<file path="src/hdl/ulpi_pkg.sv">
// ULPI link package
// Shared bus types, TX CMD prefixes and the controller state encoding
// used by the link controller and its register and receive engines

package ulpi_pkg;

    // One byte on the 8-bit ULPI data bus
    typedef logic [7:0] ulpi_byte_t;

    // Immediate PHY register address, carried in the low six TX CMD bits
    typedef logic [5:0] ulpi_addr_t;

    // TX CMD prefix, the top two bits of the command byte
    typedef logic [1:0] txcmd_prefix_t;

    // Register write command, {10, addr}
    localparam txcmd_prefix_t TXCMD_REGW = 2'b10;

    // Register read command, {11, addr}
    localparam txcmd_prefix_t TXCMD_REGR = 2'b11;

    // Controller states
    // IDLE      bus free, link waits for a request or for DIR
    // REG_WRITE register-write engine owns the bus
    // REG_READ  register-read engine owns the bus, turnarounds included
    // RECEIVE   PHY owns the bus, bytes go to the receiver
    typedef enum logic [1:0] {
        IDLE      = 2'd0,
        REG_WRITE = 2'd1,
        REG_READ  = 2'd2,
        RECEIVE   = 2'd3
    } ctrl_state_t;

endpackage

</file>
<file path="src/hdl/ulpi_ctrl.sv">
// ULPI link controller
// Arbitrates the ULPI bus between the PHY and the register engines,
// issues the engine start pulses, reports completion to the user side
// and multiplexes the engine bus outputs onto the link pins

`timescale 1ns/1ps

module ulpi_ctrl (
    input  logic                clk,
    input  logic                rst,
    // User requests
    input  logic                reg_wr,        // Level request, register write
    input  logic                reg_rd,        // Level request, register read
    // ULPI direction from the PHY
    input  logic                ulpi_dir,
    // Register-write engine
    input  logic                wr_busy,
    input  logic                wr_done,
    input  logic                wr_abort,
    input  logic                wr_err,
    input  ulpi_pkg::ulpi_byte_t wr_data,
    input  logic                wr_stp,
    // Register-read engine
    input  logic                rd_busy,
    input  logic                rd_done,
    input  logic                rd_abort,
    input  logic                rd_err,
    input  ulpi_pkg::ulpi_byte_t rd_data,
    // Engine control
    output logic                wr_start,      // One-cycle start pulse
    output logic                rd_start,      // One-cycle start pulse
    output logic                rx_en,         // Receiver qualifier
    // User status
    output logic                busy,
    output logic                reg_done,
    output logic                reg_err,
    // Link side of the ULPI bus
    output ulpi_pkg::ulpi_byte_t ulpi_data_out,
    output logic                ulpi_stp,
    output logic                ulpi_data_oe
);

    ulpi_pkg::ctrl_state_t state;

    logic eng_done; // Done pulse of the engine that owns the bus
    logic eng_err;  // Error flag of that engine
    logic can_start;

    // No new access in the cycle reg_done is shown, the request is still up then
    assign can_start = (state == ulpi_pkg::IDLE) && !ulpi_dir && !reg_done;

    // Write wins over read when both are requested
    assign wr_start = can_start && reg_wr;
    assign rd_start = can_start && !reg_wr && reg_rd;

    assign eng_done = ((state == ulpi_pkg::REG_WRITE) && wr_done) ||
                      ((state == ulpi_pkg::REG_READ) && rd_done);
    assign eng_err  = (state == ulpi_pkg::REG_WRITE) ? wr_err : rd_err;

    assign busy  = (state != ulpi_pkg::IDLE);
    assign rx_en = (state == ulpi_pkg::RECEIVE); // Turnarounds of a read stay hidden

    always_ff @(posedge clk) begin
        if (rst) begin
            state    <= ulpi_pkg::IDLE;
            reg_done <= 1'b0;
            reg_err  <= 1'b0;
        end else begin
            reg_done <= eng_done;
            reg_err  <= eng_done && eng_err;
            case (state)
                ulpi_pkg::IDLE: begin
                    if (ulpi_dir) begin
                        state <= ulpi_pkg::RECEIVE; // PHY has priority
                    end else if (wr_start) begin
                        state <= ulpi_pkg::REG_WRITE;
                    end else if (rd_start) begin
                        state <= ulpi_pkg::REG_READ;
                    end
                end
                ulpi_pkg::REG_WRITE: begin
                    // Abort leaves the request pending, it is reissued from IDLE
                    if (wr_done || wr_abort) begin
                        state <= ulpi_dir ? ulpi_pkg::RECEIVE : ulpi_pkg::IDLE;
                    end
                end
                ulpi_pkg::REG_READ: begin
                    if (rd_done || rd_abort) begin
                        state <= ulpi_dir ? ulpi_pkg::RECEIVE : ulpi_pkg::IDLE;
                    end
                end
                ulpi_pkg::RECEIVE: begin
                    if (!ulpi_dir) begin
                        state <= ulpi_pkg::IDLE; // PHY released the bus
                    end
                end
                default: state <= ulpi_pkg::IDLE;
            endcase
        end
    end

    // Bus mux, data 0 and STP low when no engine owns the bus
    always_comb begin
        ulpi_data_out = '0;
        ulpi_stp      = 1'b0;
        ulpi_data_oe  = 1'b0;
        case (state)
            ulpi_pkg::REG_WRITE: begin
                ulpi_data_out = wr_data;
                ulpi_stp      = wr_stp;
                ulpi_data_oe  = wr_busy && !ulpi_dir; // Off at once when DIR rises
            end
            ulpi_pkg::REG_READ: begin
                ulpi_data_out = rd_data;
                ulpi_data_oe  = rd_busy && !ulpi_dir; // Released across the turnaround
            end
            default: begin
                ulpi_data_out = '0;
            end
        endcase
    end

endmodule

</file>
<file path="src/hdl/ulpi_link.sv">
// ULPI link top level
// Controller plus register-write, register-read and receive engines
// on the PHY's 60 MHz clock, bus pins as data in, data out and enable

`timescale 1ns/1ps

module ulpi_link #(
    parameter int NXT_TIMEOUT = 16
) (
    input  logic                 clk,
    input  logic                 rst,
    // User register access
    input  logic                 reg_wr,
    input  logic                 reg_rd,
    input  ulpi_pkg::ulpi_addr_t reg_addr,
    input  ulpi_pkg::ulpi_byte_t reg_wdata,
    output ulpi_pkg::ulpi_byte_t reg_rdata,
    output logic                 reg_done,
    output logic                 reg_err,
    output logic                 busy,
    // Received bytes
    output ulpi_pkg::ulpi_byte_t rx_cmd,
    output logic                 rx_cmd_valid,
    output ulpi_pkg::ulpi_byte_t rx_data,
    output logic                 rx_data_valid,
    // ULPI pins, tristate at the chip top
    input  logic                 ulpi_dir,
    input  logic                 ulpi_nxt,
    output logic                 ulpi_stp,
    input  ulpi_pkg::ulpi_byte_t ulpi_data_in,
    output ulpi_pkg::ulpi_byte_t ulpi_data_out,
    output logic                 ulpi_data_oe
);

    // Write engine
    logic                 wr_start;
    logic                 wr_busy;
    logic                 wr_done;
    logic                 wr_abort;
    logic                 wr_err;
    logic                 wr_stp;
    ulpi_pkg::ulpi_byte_t wr_data;

    // Read engine
    logic                 rd_start;
    logic                 rd_busy;
    logic                 rd_done;
    logic                 rd_abort;
    logic                 rd_err;
    ulpi_pkg::ulpi_byte_t rd_data;

    logic                 rx_en;

    ulpi_ctrl ulpi_ctrl_i (
        .clk(clk), .rst(rst), .reg_wr(reg_wr), .reg_rd(reg_rd), .ulpi_dir(ulpi_dir),
        .wr_busy(wr_busy), .wr_done(wr_done), .wr_abort(wr_abort), .wr_err(wr_err),
        .wr_data(wr_data), .wr_stp(wr_stp),
        .rd_busy(rd_busy), .rd_done(rd_done), .rd_abort(rd_abort), .rd_err(rd_err),
        .rd_data(rd_data),
        .wr_start(wr_start), .rd_start(rd_start), .rx_en(rx_en),
        .busy(busy), .reg_done(reg_done), .reg_err(reg_err),
        .ulpi_data_out(ulpi_data_out), .ulpi_stp(ulpi_stp), .ulpi_data_oe(ulpi_data_oe)
    );

    ulpi_reg_write #(.NXT_TIMEOUT(NXT_TIMEOUT)) ulpi_reg_write_i (
        .clk(clk), .rst(rst), .start(wr_start), .addr(reg_addr), .wdata(reg_wdata),
        .ulpi_dir(ulpi_dir), .ulpi_nxt(ulpi_nxt),
        .data_out(wr_data), .stp(wr_stp), .busy(wr_busy),
        .done(wr_done), .abort(wr_abort), .err(wr_err)
    );

    ulpi_reg_read #(.NXT_TIMEOUT(NXT_TIMEOUT)) ulpi_reg_read_i (
        .clk(clk), .rst(rst), .start(rd_start), .addr(reg_addr),
        .ulpi_dir(ulpi_dir), .ulpi_nxt(ulpi_nxt), .ulpi_data_in(ulpi_data_in),
        .data_out(rd_data), .rdata(reg_rdata), .busy(rd_busy),
        .done(rd_done), .abort(rd_abort), .err(rd_err)
    );

    ulpi_rx ulpi_rx_i (
        .clk(clk), .rst(rst), .rx_en(rx_en),
        .ulpi_dir(ulpi_dir), .ulpi_nxt(ulpi_nxt), .ulpi_data_in(ulpi_data_in),
        .rx_cmd(rx_cmd), .rx_cmd_valid(rx_cmd_valid),
        .rx_data(rx_data), .rx_data_valid(rx_data_valid)
    );

endmodule

</file>
<file path="src/hdl/ulpi_reg_read.sv">
// ULPI register-read engine
// Sends the register read TX CMD until NXT, lets the PHY turn the bus
// around, captures the register byte and waits for DIR to fall again

`timescale 1ns/1ps

module ulpi_reg_read #(
    parameter int NXT_TIMEOUT = 16 // Cycles to wait for NXT, then for DIR
) (
    input  logic                 clk,
    input  logic                 rst,
    input  logic                 start,
    input  ulpi_pkg::ulpi_addr_t addr,
    input  logic                 ulpi_dir,
    input  logic                 ulpi_nxt,
    input  ulpi_pkg::ulpi_byte_t ulpi_data_in,
    output ulpi_pkg::ulpi_byte_t data_out,
    output ulpi_pkg::ulpi_byte_t rdata,
    output logic                 busy,
    output logic                 done,
    output logic                 abort,
    output logic                 err
);

    localparam int CNT_W = (NXT_TIMEOUT > 1) ? $clog2(NXT_TIMEOUT) : 1;

    typedef enum logic [2:0] {
        R_IDLE,
        R_CMD,  // TX CMD on the bus
        R_TURN, // Waiting for DIR, first DIR cycle is the turnaround
        R_DATA, // PHY drives the register byte
        R_WAIT  // Waiting for the PHY to release the bus
    } rd_phase_t;

    rd_phase_t        phase;
    logic [CNT_W-1:0] wait_cnt;
    logic             timeout;

    assign timeout = (wait_cnt == CNT_W'(NXT_TIMEOUT - 1));
    assign busy    = (phase != R_IDLE);

    always_ff @(posedge clk) begin
        if (rst) begin
            phase    <= R_IDLE;
            wait_cnt <= '0;
        end else begin
            case (phase)
                R_IDLE: begin
                    wait_cnt <= '0;
                    if (start) phase <= R_CMD;
                end
                R_CMD: begin
                    if (ulpi_dir) begin
                        phase <= R_IDLE; // Aborted by the PHY
                    end else if (ulpi_nxt) begin
                        phase    <= R_TURN;
                        wait_cnt <= '0;
                    end else if (timeout) begin
                        phase <= R_IDLE;
                    end else begin
                        wait_cnt <= wait_cnt + 1'b1;
                    end
                end
                R_TURN: begin
                    if (ulpi_dir) begin
                        phase <= R_DATA; // Turnaround cycle, no data yet
                    end else if (timeout) begin
                        phase <= R_IDLE;
                    end else begin
                        wait_cnt <= wait_cnt + 1'b1;
                    end
                end
                R_DATA:  phase <= ulpi_dir ? R_WAIT : R_IDLE;
                R_WAIT:  if (!ulpi_dir) phase <= R_IDLE;
                default: phase <= R_IDLE;
            endcase
        end
    end

    // Register byte, valid from the cycle after it was on the bus
    always_ff @(posedge clk) begin
        if (phase == R_DATA && ulpi_dir) begin
            rdata <= ulpi_data_in;
        end
    end

    always_comb begin
        data_out = '0;
        abort    = 1'b0;
        done     = 1'b0;
        err      = 1'b0;
        case (phase)
            R_CMD: begin
                data_out = {ulpi_pkg::TXCMD_REGR, addr};
                abort    = ulpi_dir;
                err      = !ulpi_dir && !ulpi_nxt && timeout;
                done     = err;
            end
            R_TURN: begin
                err  = !ulpi_dir && timeout; // PHY never turned the bus
                done = err;
            end
            R_DATA: begin
                err  = !ulpi_dir; // Bus dropped before the byte
                done = err;
            end
            R_WAIT:  done = !ulpi_dir;
            default: data_out = '0;
        endcase
    end

endmodule

</file>
<file path="src/hdl/ulpi_reg_write.sv">
// ULPI register-write engine
// Sends the register write TX CMD, then the data byte, each held until
// the PHY raises NXT, and closes the access with a one-cycle STP

`timescale 1ns/1ps

module ulpi_reg_write #(
    parameter int NXT_TIMEOUT = 16 // Cycles to wait for NXT per byte
) (
    input  logic                 clk,
    input  logic                 rst,
    input  logic                 start,
    input  ulpi_pkg::ulpi_addr_t addr,
    input  ulpi_pkg::ulpi_byte_t wdata,
    input  logic                 ulpi_dir,
    input  logic                 ulpi_nxt,
    output ulpi_pkg::ulpi_byte_t data_out,
    output logic                 stp,
    output logic                 busy,
    output logic                 done,
    output logic                 abort,
    output logic                 err
);

    localparam int CNT_W = (NXT_TIMEOUT > 1) ? $clog2(NXT_TIMEOUT) : 1;

    typedef enum logic [1:0] {
        W_IDLE,
        W_CMD,  // TX CMD on the bus
        W_DATA, // Register data on the bus
        W_STOP  // STP with data 0
    } wr_phase_t;

    wr_phase_t        phase;
    logic [CNT_W-1:0] wait_cnt; // Cycles spent waiting for NXT
    logic             timeout;

    assign timeout = (wait_cnt == CNT_W'(NXT_TIMEOUT - 1));
    assign busy    = (phase != W_IDLE);

    always_ff @(posedge clk) begin
        if (rst) begin
            phase    <= W_IDLE;
            wait_cnt <= '0;
        end else begin
            case (phase)
                W_IDLE: begin
                    wait_cnt <= '0;
                    if (start) phase <= W_CMD;
                end
                W_CMD: begin
                    if (ulpi_dir) begin
                        phase <= W_IDLE;    // PHY took the bus first
                    end else if (ulpi_nxt) begin
                        phase    <= W_DATA; // Command accepted
                        wait_cnt <= '0;
                    end else if (timeout) begin
                        phase <= W_IDLE;
                    end else begin
                        wait_cnt <= wait_cnt + 1'b1;
                    end
                end
                W_DATA: begin
                    if (ulpi_nxt || timeout) begin
                        phase <= ulpi_nxt ? W_STOP : W_IDLE;
                    end else begin
                        wait_cnt <= wait_cnt + 1'b1;
                    end
                end
                W_STOP:  phase <= W_IDLE;
                default: phase <= W_IDLE;
            endcase
        end
    end

    always_comb begin
        data_out = '0;
        stp      = 1'b0;
        abort    = 1'b0;
        done     = 1'b0;
        err      = 1'b0;
        case (phase)
            W_CMD: begin
                data_out = {ulpi_pkg::TXCMD_REGW, addr};
                abort    = ulpi_dir;
                err      = !ulpi_dir && !ulpi_nxt && timeout; // Never accepted
                done     = err;
            end
            W_DATA: begin
                data_out = wdata;
                err      = !ulpi_nxt && timeout;
                done     = err;
            end
            W_STOP: begin
                stp  = 1'b1; // Data stays 0 with STP
                done = 1'b1;
            end
            default: data_out = '0;
        endcase
    end

endmodule

</file>
<file path="src/hdl/ulpi_rx.sv">
// ULPI receiver
// Sorts the bytes the PHY sends while it owns the bus into RX CMD bytes
// (NXT low) and packet data bytes (NXT high), skipping the turnaround

`timescale 1ns/1ps

module ulpi_rx (
    input  logic                 clk,
    input  logic                 rst,
    input  logic                 rx_en,         // High while the controller is in RECEIVE
    input  logic                 ulpi_dir,
    input  logic                 ulpi_nxt,
    input  ulpi_pkg::ulpi_byte_t ulpi_data_in,
    output ulpi_pkg::ulpi_byte_t rx_cmd,        // Last RX CMD, held
    output logic                 rx_cmd_valid,
    output ulpi_pkg::ulpi_byte_t rx_data,
    output logic                 rx_data_valid
);

    logic dir_q;      // DIR one cycle back
    logic byte_valid; // PHY drives a real byte this cycle
    logic is_cmd;
    logic is_data;

    // A DIR cycle after another DIR cycle is past the turnaround
    assign byte_valid = rx_en && ulpi_dir && dir_q;
    assign is_cmd     = byte_valid && !ulpi_nxt;
    assign is_data    = byte_valid && ulpi_nxt;

    always_ff @(posedge clk) begin
        if (rst) begin
            dir_q         <= 1'b0;
            rx_cmd_valid  <= 1'b0;
            rx_data_valid <= 1'b0;
        end else begin
            dir_q         <= ulpi_dir;
            rx_cmd_valid  <= is_cmd;  // One cycle behind the bus
            rx_data_valid <= is_data;
        end
    end

    // RX CMD carries line state and events, kept until the next one
    always_ff @(posedge clk) begin
        if (is_cmd) begin
            rx_cmd <= ulpi_data_in;
        end
    end

    always_ff @(posedge clk) begin
        if (is_data) begin
            rx_data <= ulpi_data_in; // Packet byte
        end
    end

endmodule

</file>
<file path="config.mk">
export PLATFORM = sky130hd
export DESIGN_NAME = ulpi_link
export DESIGN_NICKNAME = d
export VERILOG_FILES = /design/src/hdl/ulpi_pkg.sv /design/src/hdl/ulpi_ctrl.sv /design/src/hdl/ulpi_link.sv /design/src/hdl/ulpi_reg_read.sv /design/src/hdl/ulpi_reg_write.sv /design/src/hdl/ulpi_rx.sv
export SDC_FILE = /design/constraint.sdc
export NUM_CORES = 1
export LEC_CHECK = 0
export BUFFER_PORTS_ARGS = -buffer_cell sky130_fd_sc_hd__buf_2
export CAP_MARGIN = 25
export CORE_MARGIN = 8
export CORE_UTILIZATION = 40
export DETAILED_ROUTE_END_ITERATION = 10
export PLACE_DENSITY = 0.64
export RECOVER_POWER = 100
export SYNTH_ARGS = -nofsm -noshare
export SYNTH_HDL_FRONTEND = slang
export SYNTH_HIERARCHICAL = 1
export SYNTH_SLANG_ARGS = --single-unit
</file>
<file path="constraint.sdc">
create_clock -name clk -period 2.25 [get_ports clk]
set_input_delay 0.45 -clock clk [delete_from_list [all_inputs] [get_ports clk]]
set_output_delay 0.45 -clock clk [all_outputs]
set_load 0.03 [all_outputs]
</file>
### Word level (Yosys, flattened, before mapping)

Index checks and enable logic that the tools add are counted.

* output and inout port bits: 39
* flip-flop bits (word level): 44

* equality and inequality tests: 26
* add/subtract/negate cells: 2
* muxes and demuxes: 46
* reduce and logical (&&, ||, !) cells: 42

Operator list (number)
* 2-to-1 mux 4 bit: 8
* one-hot mux 8 bit (2 select lines): 2
* 2-to-1 mux 2 bit: 13
* one-hot mux 4 bit (3 select lines): 2
* 2-to-1 mux 3 bit: 7
* logical AND 1 bit: 20
* != test 2 bit, second input constant: 10
* one-hot mux 2 bit (4 select lines): 2
* one-hot mux 3 bit (5 select lines): 1
* one-hot mux 1 bit (3 select lines): 3
* nonzero test 3 bit: 3
* adder 4 x 1 -> 4 bit, second input constant: 2
* equality test 2 bit, second input constant: 4
* equality test 4 bit, second input constant: 2
* 2-to-1 mux 8 bit: 1
* != test 4 x 3 -> 1 bit, second input constant: 2
* AND reduction 4 bit: 2
* equality test 3 x 2 -> 1 bit, second input constant: 2
* AND reduction 3 bit: 2
* 2-to-1 mux 1 bit: 5
* equality test 2 x 1 -> 1 bit, second input constant: 2
* zero test 1 bit: 4
* zero test 2 bit: 2
* logical OR 1 bit: 4
* other kinds (9): 11

### Longest topological paths before layout

* depth after elaboration: 9
* mapped depth: 10

### Hierarchy

The synthesis kept the hierarchy.

Modules (own cells, without submodules)
* ulpi_reg_read: cells each 73, instances 1, area an instance 775.7 um^2, seq. area each 380.4 um^2
* ulpi_reg_write: cells each 75, instances 1, area an instance 614.3 um^2, seq. area each 120.1 um^2
* ulpi_rx: cells each 27, instances 1, area an instance 590.6 um^2, seq. area each 540.5 um^2
* ulpi_ctrl: cells each 57, instances 1, area an instance 456.7 um^2, seq. area each 80.1 um^2

### Worst setup path before layout

OpenSTA, ideal clock, no wires.

* path type: register -> output
* start point: reg ulpi_reg_read_i.phase[2]
* end point: out ulpi_data_oe
* stages on the path, launching flop included: 5
* path buffers: 1
* setup slack: 0.079 ns
* data arrival time: 1.721 ns
* cell sequence: dfxtp_1 buf_1 or3_1 mux2i_1 nor3b_1

* word-level cells in the longest chain between the ends: 3

RTL lines
* start: declaration: RTL line ulpi_reg_read.sv:35 `rd_phase_t phase;`
* start signal: assignment: RTL line ulpi_reg_read.sv:73 `R_DATA: phase <= ulpi_dir ? R_WAIT : R_IDLE;`
* nonzero test 3 bit: RTL line ulpi_reg_read.sv:40 `assign busy = (phase != R_IDLE);`
* named net rd_busy: RTL line ulpi_link.sv:46 `logic rd_busy;`
* logical AND 1 bit: RTL line ulpi_ctrl.sv:115 `ulpi_data_oe = rd_busy && !ulpi_dir;`
* one-hot mux 1 bit (2 select lines): RTL line ulpi_ctrl.sv:107 `case (state)`
* end: declaration: RTL line ulpi_link.sv:32 `output logic ulpi_data_oe`

The timed path passes the listed nets, and every way through them passes these cells.

### Worst setup path after layout

* start point: reg ulpi_reg_write_i.phase[1]
* end point: out ulpi_data_out[4]

* word-level cells in the longest chain between the ends: 3
* elaborated cells on any way between the ends: 4
* those cells by class: eq/ne: 2; mux: 2

RTL lines
* start: declaration: RTL line ulpi_reg_write.sv:34 `wr_phase_t phase;`
* start signal: assignment: RTL line ulpi_reg_write.sv:65 `phase <= ulpi_nxt ? W_STOP : W_IDLE;`
* equality test 2 bit or equality test 2 x 1 -> 1 bit (tied branches): RTL line ulpi_reg_write.sv:82 `case (phase)`
* one-hot mux 8 bit (2 select lines) (*): RTL line ulpi_reg_write.sv:82
* named net wr_data[4]: RTL line ulpi_link.sv:42 `ulpi_pkg::ulpi_byte_t wr_data;`
* one-hot mux 8 bit (2 select lines) (*): RTL line ulpi_ctrl.sv:107
* end: declaration: RTL line ulpi_link.sv:31 `output ulpi_pkg::ulpi_byte_t ulpi_data_out,`

The timed path passes the listed nets; every way through them passes the cells marked *.

==> run summary <==
Status = complete, no violations
Sequential area share after synthesis = 46.00%
Wirelength, routed = 6044 um
Initial DRC Count = 67
Vias in the first global route = 1968
Yosys cell types = 58
Logic gate share of total power = 33.1%
Required time worst endpoint = 1.80 ns
Mean Syn Cell Area = 10.51 um2
Register share of total power = 43.2%
Hold Path Sink = ulpi_reg_read_i/rdata[3]
Core Area = 5921 um2
CTS Buf Count = 5
Nets = 348
Std-Cell Rows = 28
Final Hold Vio Count = 0
Psw = 684.1 uW
N_diodes = 0
Hold Buf Count CTS = 0
Die area = 8847 um2
Layout filler cell count = 564
ANT nets after route = 0
Warnings, synthesis = 6
CTS tree = done
Crit Path Max Fanout = 11
Post-synthesis cell count = 232
Hold depth = 1
Commonest non-fill, non-tap cell in the layout = clkbuf_1
EDFF count, synth = 24
Via/cell ratio = 5.268
Slew headroom = 28.20%
LEAKAGE = 0.001041 uW
Hold Path Origin = ulpi_data_in[3]
Post-Syn Nets = 272
Die width = 94.06 um
Port buffer count = 66
R2r setup slk = 0.16 ns
Slew of the pin with the lowest slew margin = 1.077 ns
Worst r2r dst = ulpi_ctrl_i/state[1]
Proportion of layout cells with a drive suffix above 1 = 23.62%
Post-Route Setup TNS = 0 ns
First-pass GRT wire length = 9494 um
Unrepaired setup endpoints after global routing = no
R2R depth = 10
Syn Std Cell Area = 2437 um2
Routed WL per cell = 15.74 um
CP Launch Type = register
Number of max-cap violations = 0
Reg-to-Reg Start = ulpi_reg_write_i/phase[1]
Max-slew violations = 0
Area leader, netlist = edfxtp_1
Final HPWL DP = 4501 um
Worst Skew = 0.005684 ns
Root Driver = clkbuf_8
Die height = 94.06 um
Min Clock Period, post-route = 2.151 ns
Internal Dissipation = 1395 uW
Final GP Congestion = 0.8119
Clock Tree Buf Depth = 2
# IOs = 67
Setup violators final = 0
DR vias = 2023
Predominant post-synthesis flop cell = edfxtp_1
Area contributors post-synth = edfxtp_1 30%, dfxtp_1 16%, ha_1 6.2%
Final period utilization = 95.60%
Tot GR Track Use = 13.23%
Max VDD drop = 351.5 uV
Clock transition at path regs = 0.09 ns
Post-synth top area share = 29.57%
Clock power share = 23.6%
Worst Setup End Kind = output port
Initial antenna violation count = 0
Most frequent cells in the layout = 41 x clkbuf_1, 24 x edfxtp_1, 21 x buf_2
Synth async-reset ratio = 0%
WHS = 0.3530 ns
H-tree depth = 2
Placed instance count = 374
Worst-Skew Late Latency = 0.30 ns
HP Class = primary input to register
Area Overhead vs Synth = 21.77%
Overflow after GRT = 0
Sw frac = 32.91%
Power Density = 700.5 nW/um2
Starting Density = 41.17%
Pre-antenna DRT Iters = 4
CP Data Arrival Time = 1.70 ns
Pin count of the biggest net entering global routing = 25
Total number of clock tree sinks = 44
DRC Markers = 0
Fmax = 464.9 MHz
FF+latch count, synth = 44
Non-Filler Instances = 384
Critical path class = register to output port
-- what timing repair did --
item,in CTS,in global routing
pin swaps,1,1
setup endpoints to repair,8,11
setup buffers,2,0
resized for setup,4,23
-- metal layers --
layer	up-vias	global-route usage, %	share of wire [%]
met5	-	0	0
met4	0	3.170	0.84
li1	1004	-	-
met2	52	22.23	50
met3	6	4.237	6.4
met1	961	15.95	43
-- worst max-delay path, cell delays in order (launching register included) --
cell	delay [ns]
dfxtp_2	0.36
inv_2	0.06
ha_1	0.20
buf_6	0.16
a22oi_1	0.16
nor2b_1	0.06
a22oi_1	0.15
nor2b_1	0.07
clkbuf_2	0.19
-- registers in the layout (all words and copies together), names as in the netlist, 2 cells and up --
register	flops
ulpi_rx_i/rx_data	8
ulpi_ctrl_i/state	2
ulpi_reg_read_i/phase	3
ulpi_reg_read_i/rdata	8
ulpi_reg_write_i/wait_cnt	4
ulpi_reg_read_i/wait_cnt	4
ulpi_reg_write_i/phase	2
ulpi_rx_i/rx_cmd	8
-- cell usage after synthesis, types with 2 or more instances --
master      n
edfxtp_1   24
dfxtp_1    20
nor2b_1    19
a22oi_1    15
nor2_1     15
a21oi_1    14
and2_1     12
ha_1       12
inv_1      12
nand2b_1    6
o21ai_1     5
clkbuf_1    4
nand3_1     4
nor3b_1     4
a211oi_1    3
nand2_1     3
nand4b_1    3
nor3_1      3
o21ai_0     3
or3_1       3
a2111oi_0   2
a211oi_2    2
and3_1      2
buf_4       2
buf_6       2
mux2i_1     2
nand4_1     2
nor3_2      2
o21bai_1    2
o32ai_1     2
-- cell families after synthesis --
kind of cell / count (synthesis) / share of synthesized area (%)
compound gates: 60 / 18.28
fa+ha+maj: 13 / 6.571
buf+inv: 22 / 4.722
flops: 44 / 46.00
mux: 3 / 1.283
simple gates: 90 / 23.15
-- how the worst max path moves through the flow --
stage	slack (ns)	start	cells past startpoint	end
finish	0.1	ulpi_reg_write_i/phase[1]	8	ulpi_data_out[4]
global route	0.01	ulpi_reg_read_i/phase[0]	7	ulpi_data_out[5]
CTS	0.01	ulpi_reg_write_i/phase[1]	8	ulpi_data_out[0]
detailed placement	0.06	ulpi_nxt	8	ulpi_ctrl_i/state[1]
global placement	0.09	ulpi_nxt	8	ulpi_ctrl_i/state[1]
floorplan	0.08	ulpi_reg_read_i/phase[2]	4	ulpi_data_oe
-- per-stage QoR --
step	total power [uW]	utilization, %	worst slack, ns	cell area [um2]
4_1_cts	2070	50.38	0.01124	2983
5_1_grt	2190	50.13	0.01062	2968
6_report	2079	50.13	0.09903	2968
2_1_floorplan	1385	-	0.07915	2437
3_5_place_dp	1552	48.54	0.05622	2874
3_3_place_gp	1551	48.54	0.09186	2874
-- area by class of cell --
type | count | area (um2) | area share [%]
Multi-Input combinational cell | 166 | 1227 | 41.36
Sequential cell | 44 | 1125 | 37.90
Timing Repair Buffer | 79 | 391.6 | 13.20
Tap cell | 75 | 93.84 | 3.162
Clock buffer | 6 | 72.57 | 2.445
Inverter | 12 | 45.04 | 1.518
Clock inverter | 2 | 12.51 | 0.4216
-- power by group through the flow --
| stage | logic (uW) | clock network (uW) | registers, uW |
|---|---|---|---|
| finish | 689 | 491 | 899 |
| detailed placement | 639 | 0 | 913 |
| global route | 748 | 539 | 903 |
| floorplan | 471 | 0 | 914 |
| CTS | 662 | 512 | 896 |
| global placement | 639 | 0 | 912 |
(Power assumes the default switching activity.)
